===== src/common/side_ch_settings.svh =====
// shared widths and limits; SC_MAX_UDP_WORDS must stay below 2**SC_LEN_W and the buffer depth
`ifndef SIDE_CH_SETTINGS_SVH
`define SIDE_CH_SETTINGS_SVH

// sample and word widths
`define SC_IQ_W          16
`define SC_TSF_W         64
`define SC_WORD_W        64

// status inputs
`define SC_GPIO_W        8     // msb agc lock, lower bits gain
`define SC_RSSI_W        11    // signed, half dB steps

// buffer and length fields
`define SC_BUF_AW        13    // 8192 words
`define SC_LEN_W         14

// one UDP datagram of 64-bit words
`define SC_MAX_UDP_WORDS 8188

`endif

===== src/common/side_ch_word_pkg.sv =====
// buffer word layouts; the stat view keeps RSSI sign-extended to 16 bits and five zero bits
`include "side_ch_settings.svh"

package side_ch_word_pkg;

	// one complex sample, q in the upper half
	typedef struct packed {
		logic [`SC_IQ_W-1:0] q;
		logic [`SC_IQ_W-1:0] i;
	} iq_pair_t;

	typedef struct packed {
		logic        demod_ongoing;
		logic        tx_rf_ongoing;
		logic        fcs_ok;
		logic [4:0]  rsvd;    // always zero
		logic [15:0] rssi;    // half dB, sign-extended
	} sc_status_t;

	typedef struct packed {
		iq_pair_t ant1;
		iq_pair_t ant0;
	} dual_view_t;

	typedef struct packed {
		sc_status_t              status;
		logic [`SC_GPIO_W-1:0]   gpio;
		iq_pair_t                ant0;
	} stat_view_t;

	// same 64 bits, decoded by the capture format bit
	typedef union packed {
		dual_view_t dual;
		stat_view_t stat;
	} buf_word_u;

endpackage


===== src/logic/iq_sample_pack.sv =====
// buffer word is combinational; src_sel and fmt_status should not change during a capture
`include "side_ch_settings.svh"
`timescale 1ns/1ps

module iq_sample_pack import side_ch_word_pkg::*; (
	input  logic                        clk,
	input  logic                        rstn,
	input  logic                        src_sel,    // 0 receiver, 1 tx interface
	input  iq_pair_t                    rx_iq0,
	input  iq_pair_t                    rx_iq1,
	input  logic                        rx_strobe,
	input  iq_pair_t                    tx_iq0,
	input  iq_pair_t                    tx_iq1,
	input  logic                        tx_strobe,
	input  logic                        fmt_status, // 1 selects the stat view
	input  logic [`SC_GPIO_W-1:0]       gpio_status,
	input  logic signed [`SC_RSSI_W-1:0] rssi_half_db,
	input  logic                        demod_is_ongoing,
	input  logic                        tx_rf_is_ongoing,
	input  logic                        fcs_in_strobe,
	input  logic                        fcs_ok,
	input  logic                        long_preamble_detected,
	output buf_word_u                   buf_word,
	output logic                        sample_strobe
);

	logic     fcs_ok_flag;
	iq_pair_t sel_iq0;
	iq_pair_t sel_iq1;

	assign sel_iq0       = src_sel ? tx_iq0 : rx_iq0;
	assign sel_iq1       = src_sel ? tx_iq1 : rx_iq1;
	assign sample_strobe = src_sel ? tx_strobe : rx_strobe;

	// set by a good fcs, dropped when the next packet starts decoding
	always_ff @(posedge clk) begin
		if (!rstn)
			fcs_ok_flag <= 1'b0;
		else if (fcs_in_strobe && fcs_ok)
			fcs_ok_flag <= 1'b1;
		else if (long_preamble_detected)
			fcs_ok_flag <= 1'b0;
	end

	always_comb begin
		buf_word = '0;
		if (fmt_status) begin
			buf_word.stat.status.demod_ongoing = demod_is_ongoing;
			buf_word.stat.status.tx_rf_ongoing = tx_rf_is_ongoing;
			buf_word.stat.status.fcs_ok        = fcs_ok_flag;
			buf_word.stat.status.rssi          =
				{{(16-`SC_RSSI_W){rssi_half_db[`SC_RSSI_W-1]}}, rssi_half_db};
			buf_word.stat.gpio = gpio_status;
			buf_word.stat.ant0 = sel_iq0;
		end else begin
			buf_word.dual.ant1 = sel_iq1;  // antenna 1 in the upper half
			buf_word.dual.ant0 = sel_iq0;
		end
	end

endmodule


===== config.mk =====
export PLATFORM = sky130hd
export DESIGN_NAME = iq_sample_pack
export DESIGN_NICKNAME = d
export VERILOG_FILES = /design/src/common/side_ch_word_pkg.sv /design/src/logic/iq_sample_pack.sv
export VERILOG_INCLUDE_DIRS = /design/src /design/src/common
export SDC_FILE = /design/constraint.sdc
export NUM_CORES = 1
export LEC_CHECK = 0
export ABC_AREA = 1
export BUFFER_PORTS_ARGS = -buffer_cell sky130_fd_sc_hd__buf_2
export CORE_AREA = 10 10 70 101
export CTS_BUF_LIST = sky130_fd_sc_hd__clkbuf_2
export DETAILED_ROUTE_END_ITERATION = 7
export DIE_AREA = 0 0 80 111
export PLACE_DENSITY = 0.85
export SLEW_MARGIN = 20
export SYNTH_ARGS = -nofsm -noshare
export SYNTH_HDL_FRONTEND = slang
export SYNTH_SLANG_ARGS = --single-unit
export TNS_END_PERCENT = 5

===== constraint.sdc =====
create_clock -name clk -period 0.9 [get_ports clk]
set_clock_uncertainty 0.2 [all_clocks]
set_input_delay 0.135 -clock clk [delete_from_list [all_inputs] [get_ports clk]]
set_output_delay 0.135 -clock clk [all_outputs]
set_load 0.1 [all_outputs]

==> results of run 1 <==
-- cells by family (layout without fill, tap and decap cells) --
family | Yosys count | count (layout)
compound gates | 6 | 6
buf+inv | 76 | 292
flops | 1 | 1
other cells | 0 | 4
simple gates | 241 | 241
-- worst max-delay path by stage --
stage	endpoint	from	slack (ps)	depth (start not counted)
detailed placement	buf_word[37]	src_sel	-490	7
finish	buf_word[13]	src_sel	-370	7
global placement	buf_word[34]	src_sel	-490	7
global route	buf_word[55]	src_sel	-400	6
CTS	buf_word[13]	src_sel	-350	7
floorplan	buf_word[57]	fmt_status	-290	4
-- cell type report --
type / instances / area, µm² / share of cell area, %
tap: 70 / 87.6 / 1.97
sequential: 1 / 20.0 / 0.450
antenna: 4 / 10.0 / 0.225
multi-input combinational: 247 / 1720 / 38.6
inverter: 57 / 246 / 5.54
timing repair buffer: 235 / 2370 / 53.2
-- report_power, final --
part,switching (W),total (W),leakage [nW],internal [W]
Sequential,0.00000123,0.0000489,0.00825,0.0000477
Combinational,0.00281,0.00441,2.52,0.00160
Clock,0,0.000000000594,0.0000254,0.000000000594
Total,0.00281,0.00446,2.53,0.00165
-- worst max-delay path, cell delays in order --
cell,delay (ps)
buf_12,130
inv_16,80
buf_12,130
buf_16,130
nand2_4,60
nand2_4,80
buf_12,170
-- layout by cell type (no fill, tap or decap) --
cell,Yosys,routed
diode_2,0,4
inv_16,0,2
nor2_2,0,1
nand2_1,204,119
nand3_2,0,26
o21ai_4,0,3
buf_12,0,71
dfxtp_1,1,1
buf_16,0,5
nand3_1,27,1
nand2_4,0,62
nand2_2,0,23
buf_2,11,155
o21ai_2,0,2
a21boi_1,0,1
buf_6,2,1
nor2_1,10,2
inv_1,56,55
nor2_4,0,7
buf_4,4,3
-- through the flow --
stage / cell area, µm² / power [W] / util, % / instances
after global placement: 4040 / 0.00417 / 75.3 / 605
final: 4450 / 0.00446 / 83.0 / 614
after CTS: 4420 / 0.00443 / 82.3 / 610
after floorplan: 1880 / 0.00261 / - / 324
after detailed placement: 4040 / 0.00423 / 75.3 / 605
after global routing: 4450 / 0.00462 / 82.9 / 613
-- metal layers --
layer	vias up	share of wire (%)	global-route usage, %
met4	0	6.1	13.1
met3	47	9.0	7.55
met2	190	53	46.1
li1	1369	-	-
met1	1304	32	22.9
met5	-	0	0
-- timing repair --
action,4_1_cts,5_1_grt
gates cloned,4,0
pin swaps,3,3
endpoints found under the setup margin,65,66
resized for setup,66,10
buffers inserted,1,0
hold buffers,0,0
==> flow_summary_export.csv, run 1 <==
group,metric,value,unit
status,status,"finished, violations left",
status,violations,"negative setup slack",
layout,top_regs,"fcs_ok_flag: 1 flops",
synth,synthSimpleGateAreaFrac,71.1,%
synth,synth-compound-area-share,2.46,%
layout,area_delta_synth_final,237,%
setup_path,reg2reg_depth,3,
sta,fin_ws,-373,ps
die,coreArea,5370,µm²
layout,nFillCells,306,
power,powerDensity,1000,nW/µm²
routing,wl,11600,µm
synth,synth-seq-cells,1,
die,die_h,111,µm
setup_path,r2r-end,"fcs_ok_flag$_SDFFE_PN0P_",
routing,wl_per_cell,18.8,µm
hold_path,holdCritStartpoint,"rstn",
global_route,grt_max_degree,34,
setup_path,r2r_slack,60,ps
global_route,antenna_found_initial,3,
routing,antenna_left,0,
synth,syn_area,1320,µm²
synth,syn_area_per_cell,4.07,µm²
sta,fin_crit,1270,ps
global_route,grt_first_pass_wirelength,17600,µm
synth,synth-xor-area-share,0,%
die,die_area,8880,µm²
setup_path,crit_arrival,940,ps
synth,synthCells,324,
die,floorplan.io_pins,223,
die,initial_core_util,24.6,%
die,rows,33,
setup_path,path_class,"primary input to output port",
die,die_w,80,µm
routing,drt_first_pass_iters,4,
synth,yosysWarnings,0,
place,place_congestion,0.927,
synth,synth_ff_type,"dfxtp_1",
sta,timing.final.crit_share,141,%
routing,drcViolationCount,0,
layout,top_register,"fcs_ok_flag",
routing,vias,2910,
synth,synth.mux.area_fraction,0,%
hold_path,hold_class,"primary input to flip-flop",
place,dpl.hpwl,8740,µm
layout,largest_reg_flops,1,
place,portBuffers,222,
synth,synthArstFlopShare,0,%
global_route,track_usage,24.8,%
synth,yosysMostFrequentCell,"nand2_1",
place,pre_cts_slack,-486,ps
synth,synth_top_family_by_area,"simple AND/OR/NAND/NOR gates",
synth,synth_fp_nets,482,
sta,rsz0062_at_grt,"true",
synth,seq_area_frac_synth,1.52,%
routing,first_iter_violations,179,
flow_run,cap_violations,0,
cts,cts.reportedPaths.clkPinSlew,0,ps
setup_path,required,560,ps
sta,finalSetupTns,-20470,ps
setup_path,rr_startpoint,"fcs_ok_flag$_SDFFE_PN0P_",
sta,relSlewSlack,86.6,%
sta,hold_viol_final,0,
synth,synth_common_cells,"nand2_1, inv_1, nand3_1, buf_2, nor2_1",
synth,synth_edf_count,0,
sta,hold_slack,191,ps
sta,tightest_slew,201,ps
sta,finalMaxSlewViolations,0,
setup_path,end_kind,"output port",
global_route,overflow,0,
layout,fin_nets,700,
setup_path,start_kind,"primary input",
synth,synth_top_area_share,58.0,%
cts,worstSkewPairLatency,0,ps
synth,synth_area_leader_cell,"nand2_1",
synth,synth_adder_area_share,0,%
setup_path,crit_fanout,7,
routing,viasPerCell,4.74,
hold_path,hold-path-endpoint,"fcs_ok_flag$_SDFFE_PN0P_",
synth,synth_cell_types,12,
global_route,grt_pass1_vias,3236,
synth,yosys-top-cells-area,"nand2_1, inv_1, nand3_1",
sta,max_freq,786,MHz
hold_path,hold_depth,2,
power,power_leakage,2.53,nW
layout,drive_above_1_share,66.9,%
sta,finalSetupViolCount,65,
power,max-vdd-ir-drop,640,µV
No activity file was read; power rests on OpenSTA's default activity.
==> run 2: changes to the inputs <==
--- a/config.mk
+++ b/config.mk
@@ -9,7 +9,7 @@
 export ABC_AREA = 1
 export BUFFER_PORTS_ARGS = -buffer_cell sky130_fd_sc_hd__buf_2
 export CORE_AREA = 10 10 70 101
-export CTS_BUF_LIST = sky130_fd_sc_hd__clkbuf_2
+export CTS_BUF_LIST = sky130_fd_sc_hd__clkbuf_4 sky130_fd_sc_hd__clkbuf_8
 export DETAILED_ROUTE_END_ITERATION = 7
 export DIE_AREA = 0 0 80 111
 export PLACE_DENSITY = 0.85
@@ -17,4 +17,3 @@
 export SYNTH_ARGS = -nofsm -noshare
 export SYNTH_HDL_FRONTEND = slang
 export SYNTH_SLANG_ARGS = --single-unit
-export TNS_END_PERCENT = 5
==> flow_summary_export.csv, run 2 <==
group,metric,value,unit
status,status,"did not finish",
status,stop_stage,"3_5_place_dp",
status,stop_error,"[ERROR DPL-0033] detailed placement checks failed during check placement.",
synth,synth_area_leader_cell,"nand2_1",
synth,yosysMostFrequentCell,"nand2_1",
place,dpl.hpwl,13900,µm
synth,synth_top_area_share,58.0,%
synth,seq_area_frac_synth,1.52,%
synth,synth_ff_type,"dfxtp_1",
die,rows,33,
die,die_w,80,µm
die,die_h,111,µm
die,initial_core_util,24.6,%
synth,synth_edf_count,0,
synth,synthCells,324,
synth,synth_common_cells,"nand2_1, inv_1, nand3_1, buf_2, nor2_1",
synth,synth_cell_types,12,
place,place_congestion,0.884,
synth,synth_fp_nets,482,
synth,syn_area,1320,µm²
synth,synthArstFlopShare,0,%
die,floorplan.io_pins,223,
synth,yosys-top-cells-area,"nand2_1, inv_1, nand3_1",
place,portBuffers,222,
synth,synth-seq-cells,1,
synth,syn_area_per_cell,4.07,µm²
synth,yosysWarnings,0,
-- run 2: cell counts after synthesis --
Identical to the previous run, type by type.
-- run 2: stage by stage --
| step | setup TNS [ps] | std cells | setup WS (ps) |
|---|---|---|---|
| 2_1_floorplan | -13450 | 324 | -287 |
| 3_3_place_gp | -26430 | 616 | -453 |
-- run 2: logic make-up after synthesis --
group | after synthesis | synth area share, %
buf+inv | 76 | 24.9
simple gates | 241 | 71.1
compound gates | 6 | 2.46
flops | 1 | 1.52
==> run 3: changes to the inputs <==
--- a/config.mk
+++ b/config.mk
@@ -8,11 +8,10 @@
 export LEC_CHECK = 0
 export ABC_AREA = 1
 export BUFFER_PORTS_ARGS = -buffer_cell sky130_fd_sc_hd__buf_2
-export CORE_AREA = 10 10 70 101
-export CTS_BUF_LIST = sky130_fd_sc_hd__clkbuf_4 sky130_fd_sc_hd__clkbuf_8
+export CORE_AREA = 10 10 80 82
 export DETAILED_ROUTE_END_ITERATION = 7
-export DIE_AREA = 0 0 80 111
-export PLACE_DENSITY = 0.85
+export DIE_AREA = 0 0 90 92
+export PLACE_DENSITY_LB_ADDON = 0.15
 export SLEW_MARGIN = 20
 export SYNTH_ARGS = -nofsm -noshare
 export SYNTH_HDL_FRONTEND = slang
==> constraint.sdc (replaced) <==
create_clock -name clk -period 1.15 [get_ports clk]
set_clock_uncertainty 0.2 [all_clocks]
set_input_delay 0.1725 -clock clk [delete_from_list [all_inputs] [get_ports clk]]
set_output_delay 0.1725 -clock clk [all_outputs]
set_load 0.1 [all_outputs]
==> flow_summary_export.csv, run 3 <==
group,metric,value,unit
status,status,"did not finish",
status,stop_stage,"4_1_cts",
status,stop_error,"[ERROR DPL-0038] Utilization greater than 100%, impossible to legalize",
synth,synth_top_area_share,58.0,%
die,rows,26,
synth,yosysWarnings,0,
cts,cts_hold_buf,0,
synth,synth_area_leader_cell,"nand2_1",
place,dpl_cell_area,4680,µm²
synth,synth-xor-area-share,0,%
synth,synth_ff_type,"dfxtp_1",
cts,cts_setup_buffers,7,
synth,synth_common_cells,"nand2_1, inv_1, nand3_1, buf_2, nor2_1",
place,portBuffers,222,
synth,syn_area,1320,µm²
synth,yosysMostFrequentCell,"nand2_1",
cts,cts.repair.resized,117,
synth,synth_cell_types,12,
synth,synth.mux.area_fraction,0,%
synth,synthCells,324,
place,pre_cts_slack,-353,ps
synth,synth_adder_area_share,0,%
synth,synthArstFlopShare,0,%
place,place_congestion,0.793,
synth,synth_fp_nets,482,
synth,synth-compound-area-share,2.46,%
synth,yosys-top-cells-area,"nand2_1, inv_1, nand3_1",
die,die_w,90,µm
die,floorplan.io_pins,223,
synth,seq_area_frac_synth,1.52,%
place,dpl.hpwl,10900,µm
synth,synth_top_family_by_area,"simple AND/OR/NAND/NOR gates",
synth,synth_edf_count,0,
synth,synthSimpleGateAreaFrac,71.1,%
die,die_h,92,µm
synth,synth-seq-cells,1,
synth,syn_area_per_cell,4.07,µm²
die,initial_core_util,26.9,%
[run 3: cell counts after synthesis]
No cell type changed its count.
[run 3: metrics by stage]
step / instances / hold WS (ps)
after floorplan: 324 / 120
after global placement: 607 / 229
after detailed placement: 607 / 249
[run 3: logic make-up after synthesis]
family / Yosys count
and+or+nand+nor: 241
buffers and inverters: 76
AOI/OAI and AO/OA: 6
DFF: 1
