[src/common/side_ch_settings.svh]
// shared widths and limits; SC_MAX_UDP_WORDS must stay below 2**SC_LEN_W and the buffer depth
`ifndef SIDE_CH_SETTINGS_SVH
`define SIDE_CH_SETTINGS_SVH

// sample and word widths
`define SC_IQ_W          16
`define SC_TSF_W         64
`define SC_WORD_W        64

// status inputs
`define SC_GPIO_W        8     // msb agc lock, lower bits gain
`define SC_RSSI_W        11    // signed, half dB steps

// buffer and length fields
`define SC_BUF_AW        13    // 8192 words
`define SC_LEN_W         14

// one UDP datagram of 64-bit words
`define SC_MAX_UDP_WORDS 8188

`endif
[src/common/side_ch_trig_pkg.sv]
// trigger codes keep the numbering of the full controller; codes not listed never fire

package side_ch_trig_pkg;

	typedef enum logic [4:0] {
		TRIG_FCS_ANY        = 5'd0,    // also free run
		TRIG_FCS_OK         = 5'd1,
		TRIG_FCS_FAIL       = 5'd2,
		TRIG_HDR_VALID      = 5'd4,
		TRIG_HDR_INVALID    = 5'd5,
		TRIG_LONG_PREAMBLE  = 5'd8,
		TRIG_SHORT_PREAMBLE = 5'd9,
		TRIG_RSSI_RISE      = 5'd10,
		TRIG_RSSI_FALL      = 5'd11,
		TRIG_AGC_LOST       = 5'd12,   // lock to unlock
		TRIG_AGC_LOCKED     = 5'd13,   // unlock to lock
		TRIG_GAIN_RISE      = 5'd14,
		TRIG_GAIN_FALL      = 5'd15,
		TRIG_TX_DONE        = 5'd17,
		TRIG_TX_BB_START    = 5'd18,
		TRIG_TX_BB_END      = 5'd19,
		TRIG_TX_RF_START    = 5'd20,
		TRIG_TX_RF_END      = 5'd21
	} trig_sel_e;

	// capture sequencer
	typedef enum logic [1:0] {
		CAP_WAIT,
		CAP_PREPARE,
		CAP_HEADER,
		CAP_STREAM
	} cap_state_e;

endpackage

[src/common/side_ch_word_pkg.sv]
// buffer word layouts; the stat view keeps RSSI sign-extended to 16 bits and five zero bits
`include "side_ch_settings.svh"

package side_ch_word_pkg;

	// one complex sample, q in the upper half
	typedef struct packed {
		logic [`SC_IQ_W-1:0] q;
		logic [`SC_IQ_W-1:0] i;
	} iq_pair_t;

	typedef struct packed {
		logic        demod_ongoing;
		logic        tx_rf_ongoing;
		logic        fcs_ok;
		logic [4:0]  rsvd;    // always zero
		logic [15:0] rssi;    // half dB, sign-extended
	} sc_status_t;

	typedef struct packed {
		iq_pair_t ant1;
		iq_pair_t ant0;
	} dual_view_t;

	typedef struct packed {
		sc_status_t              status;
		logic [`SC_GPIO_W-1:0]   gpio;
		iq_pair_t                ant0;
	} stat_view_t;

	// same 64 bits, decoded by the capture format bit
	typedef union packed {
		dual_view_t dual;
		stat_view_t stat;
	} buf_word_u;

endpackage

[src/capture/iq_capture_fsm.sv]
// no back-pressure once the header is out; beats follow sample_strobe at the sample rate
`include "side_ch_settings.svh"
`timescale 1ns/1ps

module iq_capture_fsm
	import side_ch_word_pkg::*;
	import side_ch_trig_pkg::*;
(
	input  logic                  clk,
	input  logic                  rstn,
	input  logic                  cap_en,
	input  logic                  trig,
	input  logic                  sample_strobe,
	input  logic [`SC_TSF_W-1:0]  tsf_runtime_val,
	input  logic [`SC_LEN_W-1:0]  iq_len,
	input  logic [`SC_LEN_W-1:0]  m_axis_data_count,
	input  buf_word_u             rd_word,
	output logic                  mark,
	output logic                  advance,
	output logic [`SC_WORD_W-1:0] data_to_ps,
	output logic                  data_to_ps_valid
);

	cap_state_e             state;
	logic [`SC_TSF_W-1:0]   tsf_lock;
	logic [`SC_LEN_W-1:0]   beat_cnt;
	logic [`SC_LEN_W+1:0]   need_words;
	logic                   space_ok;

	assign mark    = cap_en && (state == CAP_WAIT) && trig;
	assign advance = cap_en && (state == CAP_STREAM) && sample_strobe;

	// words already queued plus header plus samples must fit one datagram
	assign need_words = {2'b00, m_axis_data_count} + {2'b00, iq_len} + 1'b1;
	assign space_ok   = (need_words <= `SC_MAX_UDP_WORDS);

	always_ff @(posedge clk) begin
		if (!rstn) begin
			state            <= CAP_WAIT;
			beat_cnt         <= '0;
			data_to_ps_valid <= 1'b0;
		end else if (!cap_en) begin
			state            <= CAP_WAIT;
			data_to_ps_valid <= 1'b0;
		end else begin
			data_to_ps_valid <= 1'b0;
			case (state)
				CAP_WAIT: begin
					beat_cnt <= '0;
					if (trig)
						state <= CAP_PREPARE;
				end
				CAP_PREPARE: begin
					if (space_ok) begin
						data_to_ps_valid <= 1'b1;  // header beat
						state            <= CAP_HEADER;
					end else begin
						state <= CAP_WAIT;       // drop, nothing sent
					end
				end
				CAP_HEADER:
					state <= (iq_len == '0) ? CAP_WAIT : CAP_STREAM;
				CAP_STREAM: begin
					if (sample_strobe) begin
						data_to_ps_valid <= 1'b1;
						beat_cnt         <= beat_cnt + 1'b1;
						if (beat_cnt == iq_len - 1'b1)
							state <= CAP_WAIT;
					end
				end
			endcase
		end
	end

	// timestamp and payload
	always_ff @(posedge clk) begin
		if (mark)
			tsf_lock <= tsf_runtime_val;
		if (state == CAP_PREPARE)
			data_to_ps <= tsf_lock;
		else if (advance)
			data_to_ps <= rd_word;
	end

endmodule

[config.mk]
export PLATFORM = sky130hd
export DESIGN_NAME = iq_capture_fsm
export DESIGN_NICKNAME = d
export VERILOG_FILES = /design/src/common/side_ch_trig_pkg.sv /design/src/common/side_ch_word_pkg.sv /design/src/capture/iq_capture_fsm.sv
export VERILOG_INCLUDE_DIRS = /design/src /design/src/common
export SDC_FILE = /design/constraint.sdc
export NUM_CORES = 1
export LEC_CHECK = 0
export BUFFER_PORTS_ARGS = -buffer_cell sky130_fd_sc_hd__buf_2
export CORE_MARGIN = 1
export CORE_UTILIZATION = 47
export CTS_BUF_LIST = sky130_fd_sc_hd__clkbuf_4
export DETAILED_ROUTE_END_ITERATION = 7
export PLACE_DENSITY = 0.79
export SLEW_MARGIN = 30
export SYNTH_ARGS = -nofsm -noshare
export SYNTH_HDL_FRONTEND = slang
export SYNTH_SLANG_ARGS = --single-unit
[constraint.sdc]
create_clock -name clk -period 2.4 [get_ports clk]
set_input_delay 0.36 -clock clk [delete_from_list [all_inputs] [get_ports clk]]
set_output_delay 0.36 -clock clk [all_outputs]
set_load 0.03 [all_outputs]
==> results.yml, run 1 <==
timing:
  finalMaxSlewViolations: 0
  whs_ns: 0.1199
  worstMarginPinSlew_ns: 0.4386
  post-route-min-period_ns: 2.182
  rsz0062_at_grt: "no"
  max_freq_mhz: 458.4
  final_hold_viol_count: 0
  final.period_utilization: 0.9091
  setup_viol: 0
  max-slew-margin-rel: 0.7076
  fin_ws_ns: 0.2183
  fin_skew_ns: 0.02721
global_routing:
  antenna_found_initial: 3
  grt_pass1_wl_mm: 25.15
  grt.total_usage: 0.2350
  grt_max_degree: 33
  grt_pass1_vias: 4957
  grt-ovfl-total: 0
synth:
  synthFlopType: "edfxtp_1"
  synthCells: 435
  syn_nets: 612
  synth-async-reset-ratio: 0
  ys_seq_elements: 145
  synth.distinct_cells: 55
  synth_enable_flop_cells: 128
  synth_area_um2: 6410
  yosys_warnings: 0
  ys_seq_area_frac: 0.6527
  avgSynthCellArea_um2: 14.74
final_layout:
  syn2layout_area_growth_pct: 40.33
  finalNonFillerCells: 962
  final_common_cell: "buf_2"
  final_cell_mix: "buf_2 (227), edfxtp_1 (128), mux2_2 (66), dlygate4sd3_1 (64), buf_4 (37)"
  final_net_count: 947
  drive_above_1_share: 0.4802
place:
  place_hpwl_mm: 11.52
  placedCellCount: 863
  place_ws_ns: -0.2957
  io_buffers: 227
  gp_congestion: 0.8747
clocking:
  ctsHoldBuffers: 64
  clock_latency_ns: 0.52
  cts_setup_buffers: 0
  clockRootBuffer: "clkbuf_4"
  htree_levels: 4
  clock_sinks: 145
  clkTransAtPathRegs_ns: 0.12
  cts_tree: "yes"
  cts_max_path_buffers: 2
  cts_made_buffers: 17
  ctsResizeCount: 0
worst_setup_path:
  crit_arrival_ns: 2.61
  startpoint_type: "input port"
  worstPathMaxFanout: 6
  criticalPathCategory: "in2reg"
  critPathCaptureType: "register"
  cp_data_required_time_ns: 2.83
power_and_ir_drop:
  intPower_mw: 3.975
  seqPwrFrac: 0.550
  switchingPower_mw: 1.249
  irDropWorstVdd_mv: 0.2975
  pwr-share-clk: 0.309
  p_sw_frac: 0.2390
  leakagePower_nw: 3.607
  power_density_nw_per_um2: 580.7
  p_comb_frac: 0.140
route:
  top_layer_used: "met4"
  drtAntennaViolNets: 0
  wl_mm: 16.40
  drt_first_pass_iters: 4
  met3_length_um: 946
  vias_per_cell: 5.128
  drtIter0Drc: 400
  num_vias: 4933
  routed-wl-met2_mm: 8.602
  detail_route.wl_per_cell_um: 17.05
  drt-met1-wl_mm: 6.575
  remaining_drc_errors: 0
floorplan:
  core_um2: 13300
  die_h_um: 118.8
  start_util: 0.4821
  rows: 42
  die-width_um: 118.8
  ios: 228
  dieArea_um2: 14110
outcome:
  status: "finished clean"
job:
  drv_cap: 0
min_path:
  hp-class: "in2reg"
[final cells by class]
cell class | instances | area (µm²)
antenna | 3 | 7.507
clock buffer | 19 | 142.6
clock inverter | 13 | 162.7
fill | 924 | 4300
inverter | 6 | 22.52
multi-input combinational | 269 | 2141
sequential | 145 | 4184
tap | 176 | 220.2
timing repair buffer | 331 | 2115
[Yosys cell counts (3+ instances only)]
cell type,instances,area share
a21o_1,4,0.0047
a21oi_1,8,0.0062
a31oi_1,4,0.0039
and3_1,7,0.0068
clkbuf_1,10,0.0059
dfxtp_1,17,0.053
edfxtp_1,128,0.60
ha_1,16,0.031
inv_1,6,0.0035
mux2_2,66,0.12
nand2_1,20,0.012
nand3_1,7,0.0055
nand4_1,14,0.014
nor2_1,23,0.013
nor2b_1,4,0.0039
nor3_1,5,0.0039
nor4_1,5,0.0049
o21a_1,3,0.0035
o21ai_0,13,0.010
or3_1,5,0.0049
xnor2_1,10,0.014
xor2_1,16,0.022
[through the flow]
step	total power [mW]	instance area, µm²	TNS, ns	utilization
finish	5.224	8995	0	0.6765
global route	5.429	8992	0	0.6764
CTS	5.250	8987	0	0.6760
detailed placement	3.573	8041	-0.8582	0.6048
global placement	3.552	8041	-0.7292	0.6048
floorplan	3.274	6422	-0.04848	-
[sequential cells by signal, indices dropped and copies added, names as in the netlist]
signal	flops
state	2
data_to_ps	64
data_to_ps_valid	1
tsf_lock	64
beat_cnt	14
[metal layers]
layer | vias to the layer above | GRT usage
met5 | - | 0
met4 | 0 | 0.07991
met3 | 21 | 0.04875
met2 | 209 | 0.4218
met1 | 2341 | 0.2785
li1 | 2362 | -
[cells by family after synthesis]
family	after synthesis	synth area share
flops	145	0.6527
simple gates	107	0.09037
mux	68	0.1191
compound gates	52	0.05563
xor+xnor	26	0.03552
buf+inv	21	0.01542
fa+ha+maj	16	0.03123
[power by group through the flow]
stage	logic [mW]	registers, mW	clock network [mW]
detailed placement	0.643	2.93	0
finish	0.734	2.87	1.62
global placement	0.627	2.92	0
floorplan	0.278	3.00	0
global route	0.794	2.88	1.76
CTS	0.732	2.87	1.65
[final timing paths]
check	slack (ns)	to	start	depth (start not counted)
worst max-delay path	0.22	data_to_ps_valid	iq_len[7]	9
worst min-delay path	0.12	state[0]	trig	3
worst max register to register	0.43	state[1]	beat_cnt[3]	7
worst min register to register	0.55	data_to_ps[28]	tsf_lock[28]	1
[worst max-delay path, stage by stage]
cell and delay, ns:
buf_2 0.11, ha_1 0.35, a21o_1 0.19, a22oi_1 0.29, o221ai_1 0.18, a211oi_1 0.19, nor4_1 0.09, or4b_2 0.66
a31oi_1 0.19
No activity file was read; power rests on OpenSTA's default activity.
==> run 2: changes to the inputs <==
- CORE_UTILIZATION: 47 -> 52
- PLACE_DENSITY: 0.79 -> 0.83
- clock period: 2.4 -> 2.2 ns (I/O delays scaled with it)
==> run 2 against run 1 <==
  * Register-to-register slack lost 0.23 ns
  * Flip-flop and latch count is the same
  * Worst setup slack lost 0.13 ns
  * Clock skew grew 0.0041 ns
  * Sequential power grew 9.4%
  * Critical path depth shrank 1
  * First-iteration DRC count shrank 21%
  * Critical endpoint is now state[1]
  * Combinational power grew 15%
==> results.yml, run 2 (synthesis results as in run 1) <==
global_routing:
  grt_pass1_vias: 5208
  grt.total_usage: 0.2876
  grt-ovfl-total: 0
  grt_pass1_wl_mm: 27.32
  grt_max_degree: 39
  antenna_found_initial: 2
timing:
  max-slew-margin-rel: 0.7251
  max_freq_mhz: 473.3
  setup_viol: 0
  finalMaxSlewViolations: 0
  final.period_utilization: 0.9603
  post-route-min-period_ns: 2.113
  tns_ns: 0
  rsz0062_at_grt: "no"
  whs_ns: 0.08298
  final_hold_viol_count: 0
  worstMarginPinSlew_ns: 0.4085
  fin_ws_ns: 0.08728
  fin_skew_ns: 0.03128
min_path:
  hold_start: "trig"
  holdPathEnd: "state[0]"
  hold_path_depth: 3
  hp-class: "in2reg"
power_and_ir_drop:
  irDropWorstVdd_mv: 0.3357
  power_density_nw_per_um2: 667.3
  leakagePower_nw: 3.681
floorplan:
  start_util: 0.5336
  die-width_um: 113.0
  core_um2: 12010
  die_h_um: 113.0
  dieArea_um2: 12770
  rows: 40
  ios: 228
place:
  placedCellCount: 839
  place_ws_ns: -0.4012
  gp_congestion: 0.8970
  io_buffers: 227
  place_area_um2: 8088
  place_hpwl_mm: 11.69
route:
  drt_first_pass_iters: 5
  drtAntennaViolNets: 0
  vias_per_cell: 5.504
  num_vias: 5157
  remaining_drc_errors: 0
  drtIter0Drc: 317
  detail_route.wl_per_cell_um: 19.56
  wl_mm: 18.33
final_layout:
  syn2layout_area_growth_pct: 42.07
  drive_above_1_share: 0.4886
  final_area_um2: 9106
  reg_top3: "data_to_ps x64, tsf_lock x64, beat_cnt x14"
  final_cell_mix: "buf_2 (227), edfxtp_1 (128), mux2_2 (66), dlygate4sd3_1 (64), buf_4 (40)"
  final_net_count: 952
  finalNonFillerCells: 937
  final_common_cell: "buf_2"
clocking:
  cts_setup_buffers: 0
  clockRootBuffer: "clkbuf_4"
  clock_sinks: 145
  cts_tree: "yes"
  cts_made_buffers: 17
  clock_latency_ns: 0.52
  htree_levels: 4
  cts_max_path_buffers: 2
  clkTransAtPathRegs_ns: 0.10
worst_setup_path:
  r2r_cells: 7
  criticalPathCategory: "in2reg"
  worstPathMaxFanout: 5
  critPathCaptureType: "register"
  reg2reg_from: "beat_cnt[3]"
  crit_arrival_ns: 2.48
  startpoint_type: "input port"
  cp_data_required_time_ns: 2.57
  rrSetupSlack_ns: 0.20
  rr_endpoint: "state[1]"
outcome:
  status: "finished clean"
job:
  drv_cap: 0
## run 2: power breakdown
part	internal [mW]	total, mW	leakage, nW	switching [mW]
clock network	1.16	2.09	0.188	0.931
logic	0.430	0.843	2.17	0.413
registers	3.11	3.14	1.32	0.0309
## run 2: through the flow
| step | power (mW) | utilization |
|---|---|---|
| 2_1_floorplan | 3.578 | - |
| 3_3_place_gp | 3.897 | 0.6733 |
| 3_5_place_dp | 3.921 | 0.6733 |
| 4_1_cts | 6.045 | 0.7575 |
| 5_1_grt | 6.259 | 0.7581 |
| 6_report | 6.076 | 0.7581 |
## run 2: worst max path at each step
stage / startpoint / end / slack [ns] / cells past startpoint
after floorplan: iq_len[4] / state[1] / -0.20 / 9
after global placement: iq_len[0] / state[1] / -0.36 / 8
after detailed placement: iq_len[0] / state[1] / -0.40 / 8
after CTS: state[1] / mark / 0.01 / 3
after global routing: state[1] / mark / 0.01 / 3
final: iq_len[0] / state[1] / 0.09 / 8
## run 2: cell type report
type	instances	area, µm²
Sequential cell	145	4184
Fill cell	739	2905
Timing Repair Buffer	336	2177
Multi-Input combinational cell	269	2167
Clock inverter	12	216.5
Tap cell	147	183.9
Clock buffer	20	150.1
Inverter	6	22.52
Antenna cell	2	5.005
## run 2: timing repair
action | in CTS | in global routing
gates cloned | 0 | 0
gates resized for setup | 1 | 1
hold buffers | 64 | 0
setup endpoints to repair | 1 | 1
pin swaps | 0 | 0
endpoints found under the hold margin | 64 | 0
## run 2: layer usage
layer / part of all wire / track usage / wire, µm
met3: 0.074 / 0.06749 / 1353
met4: 0.030 / 0.1263 / 556
met5: 0 / 0 / 0
met1: 0.35 / 0.2995 / 6424
met2: 0.55 / 0.5472 / 9993
## run 2: critical path, cell delays in order
cell     delay [ns]
buf_2          0.11
or4_1          0.61
o21a_1         0.22
or3_1          0.34
a21o_1         0.17
a22o_1         0.21
o31ai_1        0.36
a31oi_1        0.13
