## src/common/side_ch_settings.svh

```systemverilog
// shared widths and limits; SC_MAX_UDP_WORDS must stay below 2**SC_LEN_W and the buffer depth
`ifndef SIDE_CH_SETTINGS_SVH
`define SIDE_CH_SETTINGS_SVH

// sample and word widths
`define SC_IQ_W          16
`define SC_TSF_W         64
`define SC_WORD_W        64

// status inputs
`define SC_GPIO_W        8     // msb agc lock, lower bits gain
`define SC_RSSI_W        11    // signed, half dB steps

// buffer and length fields
`define SC_BUF_AW        13    // 8192 words
`define SC_LEN_W         14

// one UDP datagram of 64-bit words
`define SC_MAX_UDP_WORDS 8188

`endif
```

## src/common/side_ch_trig_pkg.sv

```systemverilog
// trigger codes keep the numbering of the full controller; codes not listed never fire

package side_ch_trig_pkg;

	typedef enum logic [4:0] {
		TRIG_FCS_ANY        = 5'd0,    // also free run
		TRIG_FCS_OK         = 5'd1,
		TRIG_FCS_FAIL       = 5'd2,
		TRIG_HDR_VALID      = 5'd4,
		TRIG_HDR_INVALID    = 5'd5,
		TRIG_LONG_PREAMBLE  = 5'd8,
		TRIG_SHORT_PREAMBLE = 5'd9,
		TRIG_RSSI_RISE      = 5'd10,
		TRIG_RSSI_FALL      = 5'd11,
		TRIG_AGC_LOST       = 5'd12,   // lock to unlock
		TRIG_AGC_LOCKED     = 5'd13,   // unlock to lock
		TRIG_GAIN_RISE      = 5'd14,
		TRIG_GAIN_FALL      = 5'd15,
		TRIG_TX_DONE        = 5'd17,
		TRIG_TX_BB_START    = 5'd18,
		TRIG_TX_BB_END      = 5'd19,
		TRIG_TX_RF_START    = 5'd20,
		TRIG_TX_RF_END      = 5'd21
	} trig_sel_e;

	// capture sequencer
	typedef enum logic [1:0] {
		CAP_WAIT,
		CAP_PREPARE,
		CAP_HEADER,
		CAP_STREAM
	} cap_state_e;

endpackage

```

## src/trigger/iq_trigger_detect.sv

```systemverilog
// one register from the event edge to trig; crossings compare against last cycle's inputs
`include "side_ch_settings.svh"
`timescale 1ns/1ps

module iq_trigger_detect import side_ch_trig_pkg::*; (
	input  logic                         clk,
	input  logic                         rstn,
	input  logic                         cap_en,
	input  trig_sel_e                    trig_sel,
	input  logic                         free_run,
	input  logic signed [`SC_RSSI_W-1:0] rssi_half_db,
	input  logic signed [`SC_RSSI_W-1:0] rssi_th,
	input  logic [`SC_GPIO_W-1:0]        gpio_status,
	input  logic [`SC_GPIO_W-2:0]        gain_th,
	input  logic                         fcs_in_strobe,
	input  logic                         fcs_ok,
	input  logic                         pkt_header_valid,
	input  logic                         pkt_header_valid_strobe,
	input  logic                         long_preamble_detected,
	input  logic                         short_preamble_detected,
	input  logic                         phy_tx_done,
	input  logic                         tx_bb_is_ongoing,
	input  logic                         tx_rf_is_ongoing,
	output logic                         trig
);

	logic signed [`SC_RSSI_W-1:0] rssi_prev;
	logic [`SC_GPIO_W-1:0]        gpio_prev;
	logic                         tx_bb_prev;
	logic                         tx_rf_prev;
	logic [`SC_GPIO_W-2:0]        gain_now;
	logic [`SC_GPIO_W-2:0]        gain_prev;
	logic                         agc_now;
	logic                         agc_prev;
	logic                         evt;

	assign gain_now  = gpio_status[`SC_GPIO_W-2:0];
	assign gain_prev = gpio_prev[`SC_GPIO_W-2:0];
	assign agc_now   = gpio_status[`SC_GPIO_W-1];
	assign agc_prev  = gpio_prev[`SC_GPIO_W-1];

	// last cycle's levels for the crossing detectors
	always_ff @(posedge clk) begin
		if (!rstn) begin
			rssi_prev  <= '0;
			gpio_prev  <= '0;
			tx_bb_prev <= 1'b0;
			tx_rf_prev <= 1'b0;
		end else begin
			rssi_prev  <= rssi_half_db;
			gpio_prev  <= gpio_status;
			tx_bb_prev <= tx_bb_is_ongoing;
			tx_rf_prev <= tx_rf_is_ongoing;
		end
	end

	always_comb begin
		case (trig_sel)
			TRIG_FCS_ANY:        evt = fcs_in_strobe | free_run;
			TRIG_FCS_OK:         evt = fcs_in_strobe & fcs_ok;
			TRIG_FCS_FAIL:       evt = fcs_in_strobe & ~fcs_ok;
			TRIG_HDR_VALID:      evt = pkt_header_valid_strobe & pkt_header_valid;
			TRIG_HDR_INVALID:    evt = pkt_header_valid_strobe & ~pkt_header_valid;
			TRIG_LONG_PREAMBLE:  evt = long_preamble_detected;
			TRIG_SHORT_PREAMBLE: evt = short_preamble_detected;
			TRIG_RSSI_RISE:      evt = (rssi_prev < rssi_th) && (rssi_half_db >= rssi_th);
			TRIG_RSSI_FALL:      evt = (rssi_prev >= rssi_th) && (rssi_half_db < rssi_th);
			TRIG_AGC_LOST:       evt = agc_prev & ~agc_now;
			TRIG_AGC_LOCKED:     evt = ~agc_prev & agc_now;
			TRIG_GAIN_RISE:      evt = (gain_prev < gain_th) && (gain_now >= gain_th);
			TRIG_GAIN_FALL:      evt = (gain_prev >= gain_th) && (gain_now < gain_th);
			TRIG_TX_DONE:        evt = phy_tx_done;
			TRIG_TX_BB_START:    evt = tx_bb_is_ongoing & ~tx_bb_prev;
			TRIG_TX_BB_END:      evt = ~tx_bb_is_ongoing & tx_bb_prev;
			TRIG_TX_RF_START:    evt = tx_rf_is_ongoing & ~tx_rf_prev;
			TRIG_TX_RF_END:      evt = ~tx_rf_is_ongoing & tx_rf_prev;
			default:             evt = 1'b0;    // unsupported codes stay quiet
		endcase
	end

	always_ff @(posedge clk) begin
		if (!rstn)
			trig <= 1'b0;
		else
			trig <= cap_en & evt;
	end

endmodule

```

## config.mk

```make
export PLATFORM = sky130hd
export DESIGN_NAME = iq_trigger_detect
export DESIGN_NICKNAME = d
export VERILOG_FILES = /design/src/common/side_ch_trig_pkg.sv /design/src/trigger/iq_trigger_detect.sv
export VERILOG_INCLUDE_DIRS = /design/src /design/src/common
export SDC_FILE = /design/constraint.sdc
export NUM_CORES = 1
export LEC_CHECK = 0
export BUFFER_PORTS_ARGS = -buffer_cell sky130_fd_sc_hd__clkbuf_2
export CELL_PAD_IN_SITES_DETAIL_PLACEMENT = 1
export CELL_PAD_IN_SITES_GLOBAL_PLACEMENT = 1
export CORE_MARGIN = 3
export CORE_UTILIZATION = 37
export DETAILED_ROUTE_END_ITERATION = 7
export PLACE_DENSITY_LB_ADDON = 0.3
export SETUP_SLACK_MARGIN = 0.2
export SLEW_MARGIN = 40
export SYNTH_ARGS = -nofsm -noshare
export SYNTH_HDL_FRONTEND = slang
export SYNTH_SLANG_ARGS = --single-unit
```

## constraint.sdc

```tcl
create_clock -name clk -period 1.89 [get_ports clk]
set_input_delay 0.2835 -clock clk [delete_from_list [all_inputs] [get_ports clk]]
set_output_delay 0.2835 -clock clk [all_outputs]
set_load 0.05 [all_outputs]
```

==> results of run 1 <==
## cell usage after synthesis, types with 4 or more instances
master	instances
nand4_1	7
dfxtp_1	22
a211oi_1	4
and2_1	21
nand3_1	5
inv_1	25
nand2_1	6
o21ai_0	6
ha_1	36
nor3_1	5
nor2_1	4
nand3b_1	6
a21oi_1	16
## stage by stage
stage	worst slack [ns]	instances	total power, W	instance area [sq um]
4_1_cts	0.183	315	0.00122	2280
6_report	0.0869	315	0.00123	2310
3_5_place_dp	-0.0201	310	0.000829	2080
5_1_grt	0.000875	315	0.00131	2310
2_1_floorplan	0.268	208	0.000704	1770
3_3_place_gp	0.00840	310	0.000814	2080
## worst min path at each step
stage	start	end	slack, ns	cells after the start
final	rssi_half_db[0]	rssi_prev[0]$_SDFF_PN0_	0.23	2
after global routing	rssi_half_db[1]	rssi_prev[1]$_SDFF_PN0_	0.24	2
after floorplan	gpio_status[0]	gpio_prev[0]$_SDFF_PN0_	0.41	1
after CTS	rssi_half_db[0]	rssi_prev[0]$_SDFF_PN0_	0.23	2
after global placement	rssi_half_db[0]	rssi_prev[0]$_SDFF_PN0_	0.50	2
after detailed placement	rssi_half_db[0]	rssi_prev[0]$_SDFF_PN0_	0.51	2
## state kept, by name, indices dropped and copies added (netlist names)
| register | cells |
|---|---|
| gpio_prev | 8 |
| trig | 1 |
| rssi_prev | 11 |
| tx_bb_prev | 1 |
| tx_rf_prev | 1 |
## per-layer routing
metal	share of wire	vias up
li1	-	861
met1	0.44	780
met2	0.51	36
met3	0.040	4
met4	0.0073	0
met5	0	-
## layout by cell type (no fill, tap or decap), drive strengths merged, types with 3 or more instances in the layout
cell     synthesis  final
nor2b            3      3
nand4            7      7
ha              36     36
o2111ai          3      3
nand3b           6      6
nor3b            3      3
a211oi           4      4
nor2             4      4
nand2b           4      4
clkbuf           3     59
nand3            6      6
a21oi           16     16
o21ai            6      6
and2            21     21
nand2            6      6
a21o             4      4
inv             25     25
nor3             5      5
dfxtp           22     22
## repair_timing
action,4_1_cts,5_1_grt
setup buffers,1,0
pin swaps,4,3
endpoints found under the setup margin,1,1
resized for setup,20,3
## logic make-up (layout without fill, tap and decap cells)
logic type / count (synthesis) / after routing / share of synthesized area
buffers and inverters: 31 / 86 / 0.0714
DFF: 22 / 22 / 0.249
and+or+nand+nor: 73 / 73 / 0.255
adders and majority gates: 36 / 36 / 0.255
AOI/OAI and AO/OA: 46 / 46 / 0.170
## layout make-up
| cell class | instances | area (sq um) | share of cell area |
|---|---|---|---|
| Clock buffer | 4 | 55.1 | 0.0238 |
| Multi-Input combinational cell | 155 | 1360 | 0.589 |
| Tap cell | 52 | 65.1 | 0.0282 |
| Timing Repair Buffer | 57 | 290 | 0.126 |
| Sequential cell | 22 | 444 | 0.192 |
| Inverter | 25 | 93.8 | 0.0407 |
## power by group
part,switching (W),internal (W),total [W]
combinational,0.000194,0.000179,0.000373
sequential,0.0000117,0.000489,0.000500
clock,0.000169,0.000186,0.000355
total,0.000375,0.000853,0.00123
## critical path, stage by stage (launching register included)
cell and delay, ns:
dfxtp_2 0.33, ha_4 0.27, nor3b_4 0.23, o211ai_1 0.14
a211oi_1 0.25, a221o_1 0.20, a211o_1 0.15, nand4_1 0.10
==> results.sh, run 1 <==
export IMPL_avgRoutedWirePerCell_um=15.6
export IMPL_cts_inserted_buffers=3
export IMPL_initial_core_util=0.395
export IMPL_area_delta_synth_final_pct=30.5
export IMPL_cts_hold_fix_buffers=0
export IMPL_synth_top_cell_area_share=0.255
export IMPL_num_rows=24
export IMPL_rsz0062_at_grt="true"
export IMPL_p_leak_nw=1.10
export IMPL_timing_hold_ws_ns=0.226
export IMPL_powerDensity_nw_per_um2=532
export IMPL_drive_gt1_frac=0.319
export IMPL_die_h_um=75.2
export IMPL_worstPathMaxFanout=3
export IMPL_place_congestion=0.831
export IMPL_cts_tree="built"
export IMPL_synth_seq_area_share=0.249
export IMPL_clock_sinks=22
export IMPL_drv_slew=0
export IMPL_period_share=0.954
export IMPL_period_needed_ns=1.80
export IMPL_track_usage=0.178
export IMPL_n_fill_cell=535
export IMPL_max_freq_ghz=0.555
export IMPL_synth_main_ff_cell="dfxtp_1"
export IMPL_grt_met3_usage=0.0174
export IMPL_met2_usage=0.337
export IMPL_grt_ovfl_total=0
export IMPL_crit_start="rssi_prev[10]$_SDFF_PN0_"
export IMPL_core_area_sq_um=4470
export IMPL_yosys_area_top_type="ha_1"
export IMPL_hpwl_um=3780
export IMPL_gr_max_usage_layer="met2"
export IMPL_syn_inst=208
export IMPL_synth_area_leaders="ha_1 (25%), dfxtp_1 (25%), and2_1 (7.4%)"
export IMPL_end_kind="flip-flop"
export IMPL_io_pins=56
export IMPL_final_net_count=355
export IMPL_max_cap_violations=0
export IMPL_ff2ff_path_depth=7
export IMPL_async_flop_share=0
export IMPL_endpoint="trig$_SDFF_PN0_"
export IMPL_tightest_slew_ns=0.558
export IMPL_n_antenna_cell=0
export IMPL_critical_path_arrival_ns=1.94
export IMPL_wl_um=4910
export IMPL_clock_latency_ns=0.27
export IMPL_required_ns=2.03
export IMPL_grt_util_met1=0.216
export IMPL_rrSetupSlack_ns=0.09
export IMPL_tns_ns=0
export IMPL_die_w_um=75.2
export IMPL_via_per_inst=5.34
export IMPL_io_buffers=55
export IMPL_cts_root_buf="clkbuf_8"
export IMPL_first_pass_iters=4
export IMPL_grt_antenna_before_repair=0
export IMPL_dieArea_sq_um=5650
export IMPL_finalSetupViolCount=0
export IMPL_grt_first_pass_wirelength_um=7610
export IMPL_hp_class="input pin to flip-flop"
export IMPL_antenna_left=0
export IMPL_drc_errors=0
export IMPL_utilization=0.516
export IMPL_yosys_warnings=0
export IMPL_cp_start_kind="flip-flop"
export IMPL_path_class="flip-flop to flip-flop"
export IMPL_outcome="finished, final reports clean"
export IMPL_yosysUniqueCellTypes=42
export IMPL_ys_seq_elements=22
export IMPL_fin_skew_ns=0.00164
export IMPL_ir_drop_mv=0.288
export IMPL_syn_cell_area_sq_um=1770
export IMPL_syn_nets=299
export IMPL_synth_edf_count=0
export IMPL_vias=1681
export IMPL_r2r_end="trig$_SDFF_PN0_"
export IMPL_grt_max_degree=22
export IMPL_r2r_start="rssi_prev[10]$_SDFF_PN0_"
export IMPL_drt_iter0_drc=41
export IMPL_cts_max_path_buffers=2
export IMPL_hold_violations=0
export IMPL_grt_pass1_vias=1669
export IMPL_clkTransAtPathRegs_ns=0.09
export IMPL_avgSynthCellArea_sq_um=8.51
export IMPL_htree_levels=1
export IMPL_relSlewSlack=0.624
No activity file was read; power rests on OpenSTA's default activity.
==> run 2: changes to the inputs <==
--- a/config.mk
+++ b/config.mk
@@ -9,11 +9,11 @@
 export BUFFER_PORTS_ARGS = -buffer_cell sky130_fd_sc_hd__clkbuf_2
 export CELL_PAD_IN_SITES_DETAIL_PLACEMENT = 1
 export CELL_PAD_IN_SITES_GLOBAL_PLACEMENT = 1
+export CORE_ASPECT_RATIO = 1.2
 export CORE_MARGIN = 3
 export CORE_UTILIZATION = 37
 export DETAILED_ROUTE_END_ITERATION = 7
-export PLACE_DENSITY_LB_ADDON = 0.3
-export SETUP_SLACK_MARGIN = 0.2
+export PLACE_DENSITY_LB_ADDON = 0.1
 export SLEW_MARGIN = 40
 export SYNTH_ARGS = -nofsm -noshare
 export SYNTH_HDL_FRONTEND = slang
==> run 2 against run 1 <==
  * Global-route usage is 0.81 points lower
  * Via count is 1.1% lower
  * Clock power hardly changed
  * Utilization is 2.9 points lower
  * Count of clock-buffer cells in the layout stayed put
  * Highest routed layer unchanged
  * Clock skew is 0.0042 ns higher
  * Fmax is 2.6% higher
  * Die area hardly changed
==> results.sh, run 2 (synthesis results as in run 1) <==
export IMPL_critical_path_arrival_ns=1.89
export IMPL_period_needed_ns=1.76
export IMPL_seqCellArea_sq_um=440
export IMPL_largestRegisters="rssi_prev: 11 flops, gpio_prev: 8 flops"
export IMPL_relSlewSlack=0.738
export IMPL_avgRoutedWirePerCell_um=13.9
export IMPL_antenna_left=0
export IMPL_n_fill_cell=575
export IMPL_cts_inserted_buffers=3
export IMPL_io_pins=56
export IMPL_finalSetupViolCount=0
export IMPL_holdPathStages=2
export IMPL_layout_commonest_cell="clkbuf_2"
export IMPL_tightest_slew_ns=0.384
export IMPL_n_antenna_cell=0
export IMPL_timing_hold_ws_ns=0.225
export IMPL_fin_skew_ns=0.00588
export IMPL_crit_slowest_cell="dfxtp_1"
export IMPL_io_buffers=55
export IMPL_drt_iter0_drc=66
export IMPL_final_net_count=354
export IMPL_ff2ff_path_depth=7
export IMPL_cts_root_buf="clkbuf_8"
export IMPL_core_area_sq_um=4420
export IMPL_worstPathMaxFanout=3
export IMPL_die_h_um=81.8
export IMPL_grt_max_degree=22
export IMPL_wl_um=4430
export IMPL_hpwl_um=3730
export IMPL_whs_endpoint="gpio_prev[0]$_SDFF_PN0_"
export IMPL_drv_slew=0
export IMPL_first_pass_iters=4
export IMPL_utilization=0.487
export IMPL_drive_gt1_frac=0.252
export IMPL_clock_latency_ns=0.27
export IMPL_clock_sinks=22
export IMPL_end_kind="flip-flop"
export IMPL_powerDensity_nw_per_um2=543
export IMPL_cp_start_kind="flip-flop"
export IMPL_r2r_end="trig$_SDFF_PN0_"
export IMPL_cts_tree="built"
export IMPL_place_ws_ns=-0.134
export IMPL_period_share=0.930
export IMPL_num_rows=26
export IMPL_area_delta_synth_final_pct=21.8
export IMPL_hold_path_startpoint="gpio_status[0]"
export IMPL_place_congestion=0.760
export IMPL_r2r_start="rssi_prev[10]$_SDFF_PN0_"
export IMPL_max_cap_violations=0
export IMPL_hold_violations=0
export IMPL_p_leak_nw=1.10
export IMPL_track_usage=0.170
export IMPL_finalPower_w=0.00117
export IMPL_die_w_um=69.1
export IMPL_setup_ws_ns=0.132
export IMPL_cts_max_path_buffers=2
export IMPL_largest_reg_flops=11
export IMPL_path_cells="ha_1 > nor3b_2 > o211ai_1 > a211oi_1 > a221o_1 > a211o_1 > nand4_1"
export IMPL_dieArea_sq_um=5650
export IMPL_cp_buffers_inverters=0
export IMPL_clkPwrFrac=0.304
export IMPL_required_ns=2.03
export IMPL_regMostFlops="rssi_prev"
export IMPL_seq_power_share=0.424
export IMPL_max_freq_ghz=0.569
export IMPL_combPwrFrac=0.273
export IMPL_rrSetupSlack_ns=0.13
export IMPL_outcome="finished, final reports clean"
export IMPL_grt_ovfl_total=0
export IMPL_path_class="flip-flop to flip-flop"
export IMPL_intPower_w=0.000826
export IMPL_initial_core_util=0.400
export IMPL_grt_antenna_before_repair=0
export IMPL_vias=1663
export IMPL_max_stage_delay_ns=0.31
export IMPL_multi_input_area_sq_um=1210
export IMPL_rsz0062_at_grt="false"
export IMPL_via_per_inst=5.23
export IMPL_grt_pass1_vias=1731
export IMPL_grt_first_pass_wirelength_um=7830
export IMPL_drc_errors=0
export IMPL_p_sw_w=0.000344
export IMPL_switching_share=0.294
export IMPL_hp_class="input pin to flip-flop"
export IMPL_ir_drop_mv=0.257
export IMPL_final_cell_mix="clkbuf_2 (55), ha_1 (36), inv_1 (25)"
export IMPL_critical_path_top_delay_family="compound AO/OA/AOI/OAI gates"
export IMPL_htree_levels=1
export IMPL_clkTransAtPathRegs_ns=0.09
## run 2: what timing repair did
item / in CTS / in global routing
hold buffers: 0 / 0
buffers inserted: 0 / 0
endpoints found under the setup margin: 1 / 1
resized for setup: 1 / 1
## run 2: routing by layer
metal / part of all wire / up-vias / track usage
li1: - / 862 / -
met1: 0.42 / 762 / 0.202
met2: 0.53 / 34 / 0.320
met3: 0.039 / 5 / 0.0208
met4: 0.012 / 0 / 0.0527
met5: 0 / - / 0
## run 2: worst max-delay path by stage
stage	to	startpoint	slack, ns	cells after the start
finish	trig$_SDFF_PN0_	rssi_prev[10]$_SDFF_PN0_	0.13	7
global route	trig$_SDFF_PN0_	rssi_prev[10]$_SDFF_PN0_	0.007	7
CTS	trig$_SDFF_PN0_	rssi_prev[10]$_SDFF_PN0_	0.12	7
detailed placement	trig$_SDFF_PN0_	rssi_th[10]	-0.13	9
global placement	trig$_SDFF_PN0_	rssi_th[10]	0.01	9
floorplan	trig$_SDFF_PN0_	rssi_th[6]	0.27	6
## run 2: worst register-to-register path: cells and delay by family (launching register included)
family          cells  cell delay, ns
compound gates      4            0.68
fa+ha+maj           1            0.31
flops               1            0.31
simple gates        2            0.32
## run 2: final cells by class
cell class	count	share of cell area
repair buffers	56	0.131
well taps	56	0.0325
flip-flops and latches	22	0.204
clock buffers	4	0.0256
inverters	25	0.0436
multi-input cells	155	0.563
## run 2: power groups by stage
stage               clock [W]  combinational (W)  sequential (W)
global route         0.000393           0.000373        0.000499
finish               0.000355           0.000319        0.000496
detailed placement          0           0.000319        0.000507
CTS                  0.000368           0.000324        0.000496
global placement            0           0.000313        0.000506
floorplan                   0           0.000198        0.000506
## run 2: stage by stage
step | setup TNS, ns | instances | area (sq um)
final | 0 | 318 | 2150
after global routing | 0 | 318 | 2150
after CTS | 0 | 318 | 2150
after detailed placement | -0.134 | 314 | 2090
after global placement | 0 | 314 | 2090
after floorplan | 0 | 208 | 1770
==> run 3: changes to the inputs <==
--- a/config.mk
+++ b/config.mk
@@ -9,7 +9,7 @@
 export BUFFER_PORTS_ARGS = -buffer_cell sky130_fd_sc_hd__clkbuf_2
 export CELL_PAD_IN_SITES_DETAIL_PLACEMENT = 1
 export CELL_PAD_IN_SITES_GLOBAL_PLACEMENT = 1
-export CORE_ASPECT_RATIO = 1.2
+export CORE_ASPECT_RATIO = 1.1
 export CORE_MARGIN = 3
 export CORE_UTILIZATION = 37
 export DETAILED_ROUTE_END_ITERATION = 7
==> run 3 against run 2 <==
  * Sequential cell count unchanged
  * Clock skew decreased by 0.0041 ns
  * Non-clock buffer count unchanged
  * Sequential power about the same
  * Critical path type unchanged
  * Largest cell class unchanged
==> results.sh, run 3 (synthesis results as in run 1) <==
export IMPL_max_freq_ghz=0.582
export IMPL_grt_first_pass_wirelength_um=7700
export IMPL_area_delta_synth_final_pct=21.4
export IMPL_via_per_inst=5.28
export IMPL_first_pass_iters=4
export IMPL_clkTransAtPathRegs_ns=0.09
export IMPL_die_w_um=71.9
export IMPL_track_usage=0.167
export IMPL_grt_pass1_vias=1724
export IMPL_num_rows=25
export IMPL_n_antenna_cell=0
export IMPL_antenna_left=0
export IMPL_largest_reg_flops=11
export IMPL_relSlewSlack=0.753
export IMPL_cts_inserted_buffers=3
export IMPL_cp_start_kind="flip-flop"
export IMPL_initial_core_util=0.398
export IMPL_regMostFlops="rssi_prev"
export IMPL_crit_start="rssi_prev[2]$_SDFF_PN0_"
export IMPL_io_buffers=55
export IMPL_dieArea_sq_um=5650
export IMPL_outcome="finished, final reports clean"
export IMPL_path_common_cell="a211oi_1"
export IMPL_setup_ws_ns=0.171
export IMPL_end_kind="flip-flop"
export IMPL_grt_antenna_before_repair=0
export IMPL_max_stage_delay_ns=0.31
export IMPL_worstPathMaxFanout=3
export IMPL_max_cap_violations=0
export IMPL_cts_tree="built"
export IMPL_grt_ovfl_total=0
export IMPL_multi_input_area_sq_um=1210
export IMPL_core_area_sq_um=4440
export IMPL_layout_commonest_cell="clkbuf_2"
export IMPL_cts_root_buf="clkbuf_8"
export IMPL_fin_skew_ns=0.00181
export IMPL_clock_sinks=22
export IMPL_drive_gt1_frac=0.248
export IMPL_hold_violations=0
export IMPL_drv_slew=0
export IMPL_place_congestion=0.804
export IMPL_tns_ns=0
export IMPL_required_ns=2.10
export IMPL_wl_um=4520
export IMPL_clock_latency_ns=0.27
export IMPL_final_cell_mix="clkbuf_2 (55), ha_1 (36), inv_1 (25)"
export IMPL_vias=1669
export IMPL_ir_drop_mv=0.217
export IMPL_drc_errors=0
export IMPL_period_share=0.910
export IMPL_powerDensity_nw_per_um2=548
export IMPL_grt_max_degree=22
export IMPL_cp_buffers_inverters=0
export IMPL_path_class="flip-flop to flip-flop"
export IMPL_io_pins=56
export IMPL_hpwl_um=3770
export IMPL_n_fill_cell=568
export IMPL_p_leak_nw=1.09
export IMPL_avgRoutedWirePerCell_um=14.3
export IMPL_die_h_um=78.5
export IMPL_critical_path_top_delay_family="compound AO/OA/AOI/OAI gates"
export IMPL_crit_slowest_cell="dfxtp_1"
export IMPL_rsz0062_at_grt="false"
export IMPL_final_net_count=354
export IMPL_hp_class="input pin to flip-flop"
export IMPL_place_ws_ns=-0.0261
export IMPL_drt_iter0_drc=60
export IMPL_cts_max_path_buffers=2
export IMPL_finalSetupViolCount=0
export IMPL_tightest_slew_ns=0.361
export IMPL_htree_levels=1
export IMPL_seqCellArea_sq_um=440
export IMPL_largestRegisters="rssi_prev: 11 flops, gpio_prev: 8 flops"
export IMPL_critical_path_arrival_ns=1.93
export IMPL_period_needed_ns=1.72
export IMPL_r2r_start="rssi_prev[2]$_SDFF_PN0_"
export IMPL_hold_path_startpoint="rssi_half_db[0]"
export IMPL_path_cells="ha_1 > a21oi_1 > a211oi_1 > a211oi_1 > a221o_1 > a211o_1 > nand4_1"
export IMPL_postCtsSetupRepairBufs=0
run 3: layout make-up:
cell class / count / area share
Timing Repair Buffer: 56 / 0.132
Sequential cell: 22 / 0.205
Inverter: 25 / 0.0437
Tap cell: 54 / 0.0315
Multi-Input combinational cell: 155 / 0.562
Clock buffer: 4 / 0.0256
run 3: worst register-to-register path, delay by kind of cell, from the launching register on:
family                     cells  cell delay [ns]
and+or+nand+nor                1             0.08
adders and majority gates      1             0.31
DFF                            1             0.31
AOI/OAI and AO/OA              5             0.97
run 3: per-stage QoR:
| stage | hold slack, ns | area (sq um) | total power [W] | std cells | utilization |
|---|---|---|---|---|---|
| after global routing | 0.242 | 2150 | 0.00126 | 316 | 0.483 |
| after global placement | 0.503 | 2090 | 0.000820 | 312 | 0.470 |
| final | 0.230 | 2150 | 0.00118 | 316 | 0.483 |
| after CTS | 0.230 | 2140 | 0.00119 | 316 | 0.482 |
| after floorplan | 0.405 | 1770 | 0.000704 | 208 | - |
| after detailed placement | 0.511 | 2090 | 0.000827 | 312 | 0.470 |
run 3: final timing paths:
check | cells after the start | to | slack (ns)
min | 2 | rssi_prev[0]$_SDFF_PN0_ | 0.23
max reg2reg | 7 | trig$_SDFF_PN0_ | 0.17
max | 7 | trig$_SDFF_PN0_ | 0.17
min reg2reg | 4 | trig$_SDFF_PN0_ | 0.89
run 3: what timing repair did:
action	in CTS	in global routing
gates resized for setup	0	1
setup endpoints to repair	0	1
hold buffers	0	0
run 3: routing by layer:
metal	global-route usage	vias to the layer above	wire length, um
met5	0	-	0
li1	-	860	-
met4	0.0282	0	41
met2	0.300	32	2300
met3	0.0218	4	170
met1	0.213	773	2010
run 3: where the power goes:
part	switching (W)	internal (W)
combinational	0.000167	0.000151
sequential	0.00000808	0.000488
clock	0.000176	0.000186
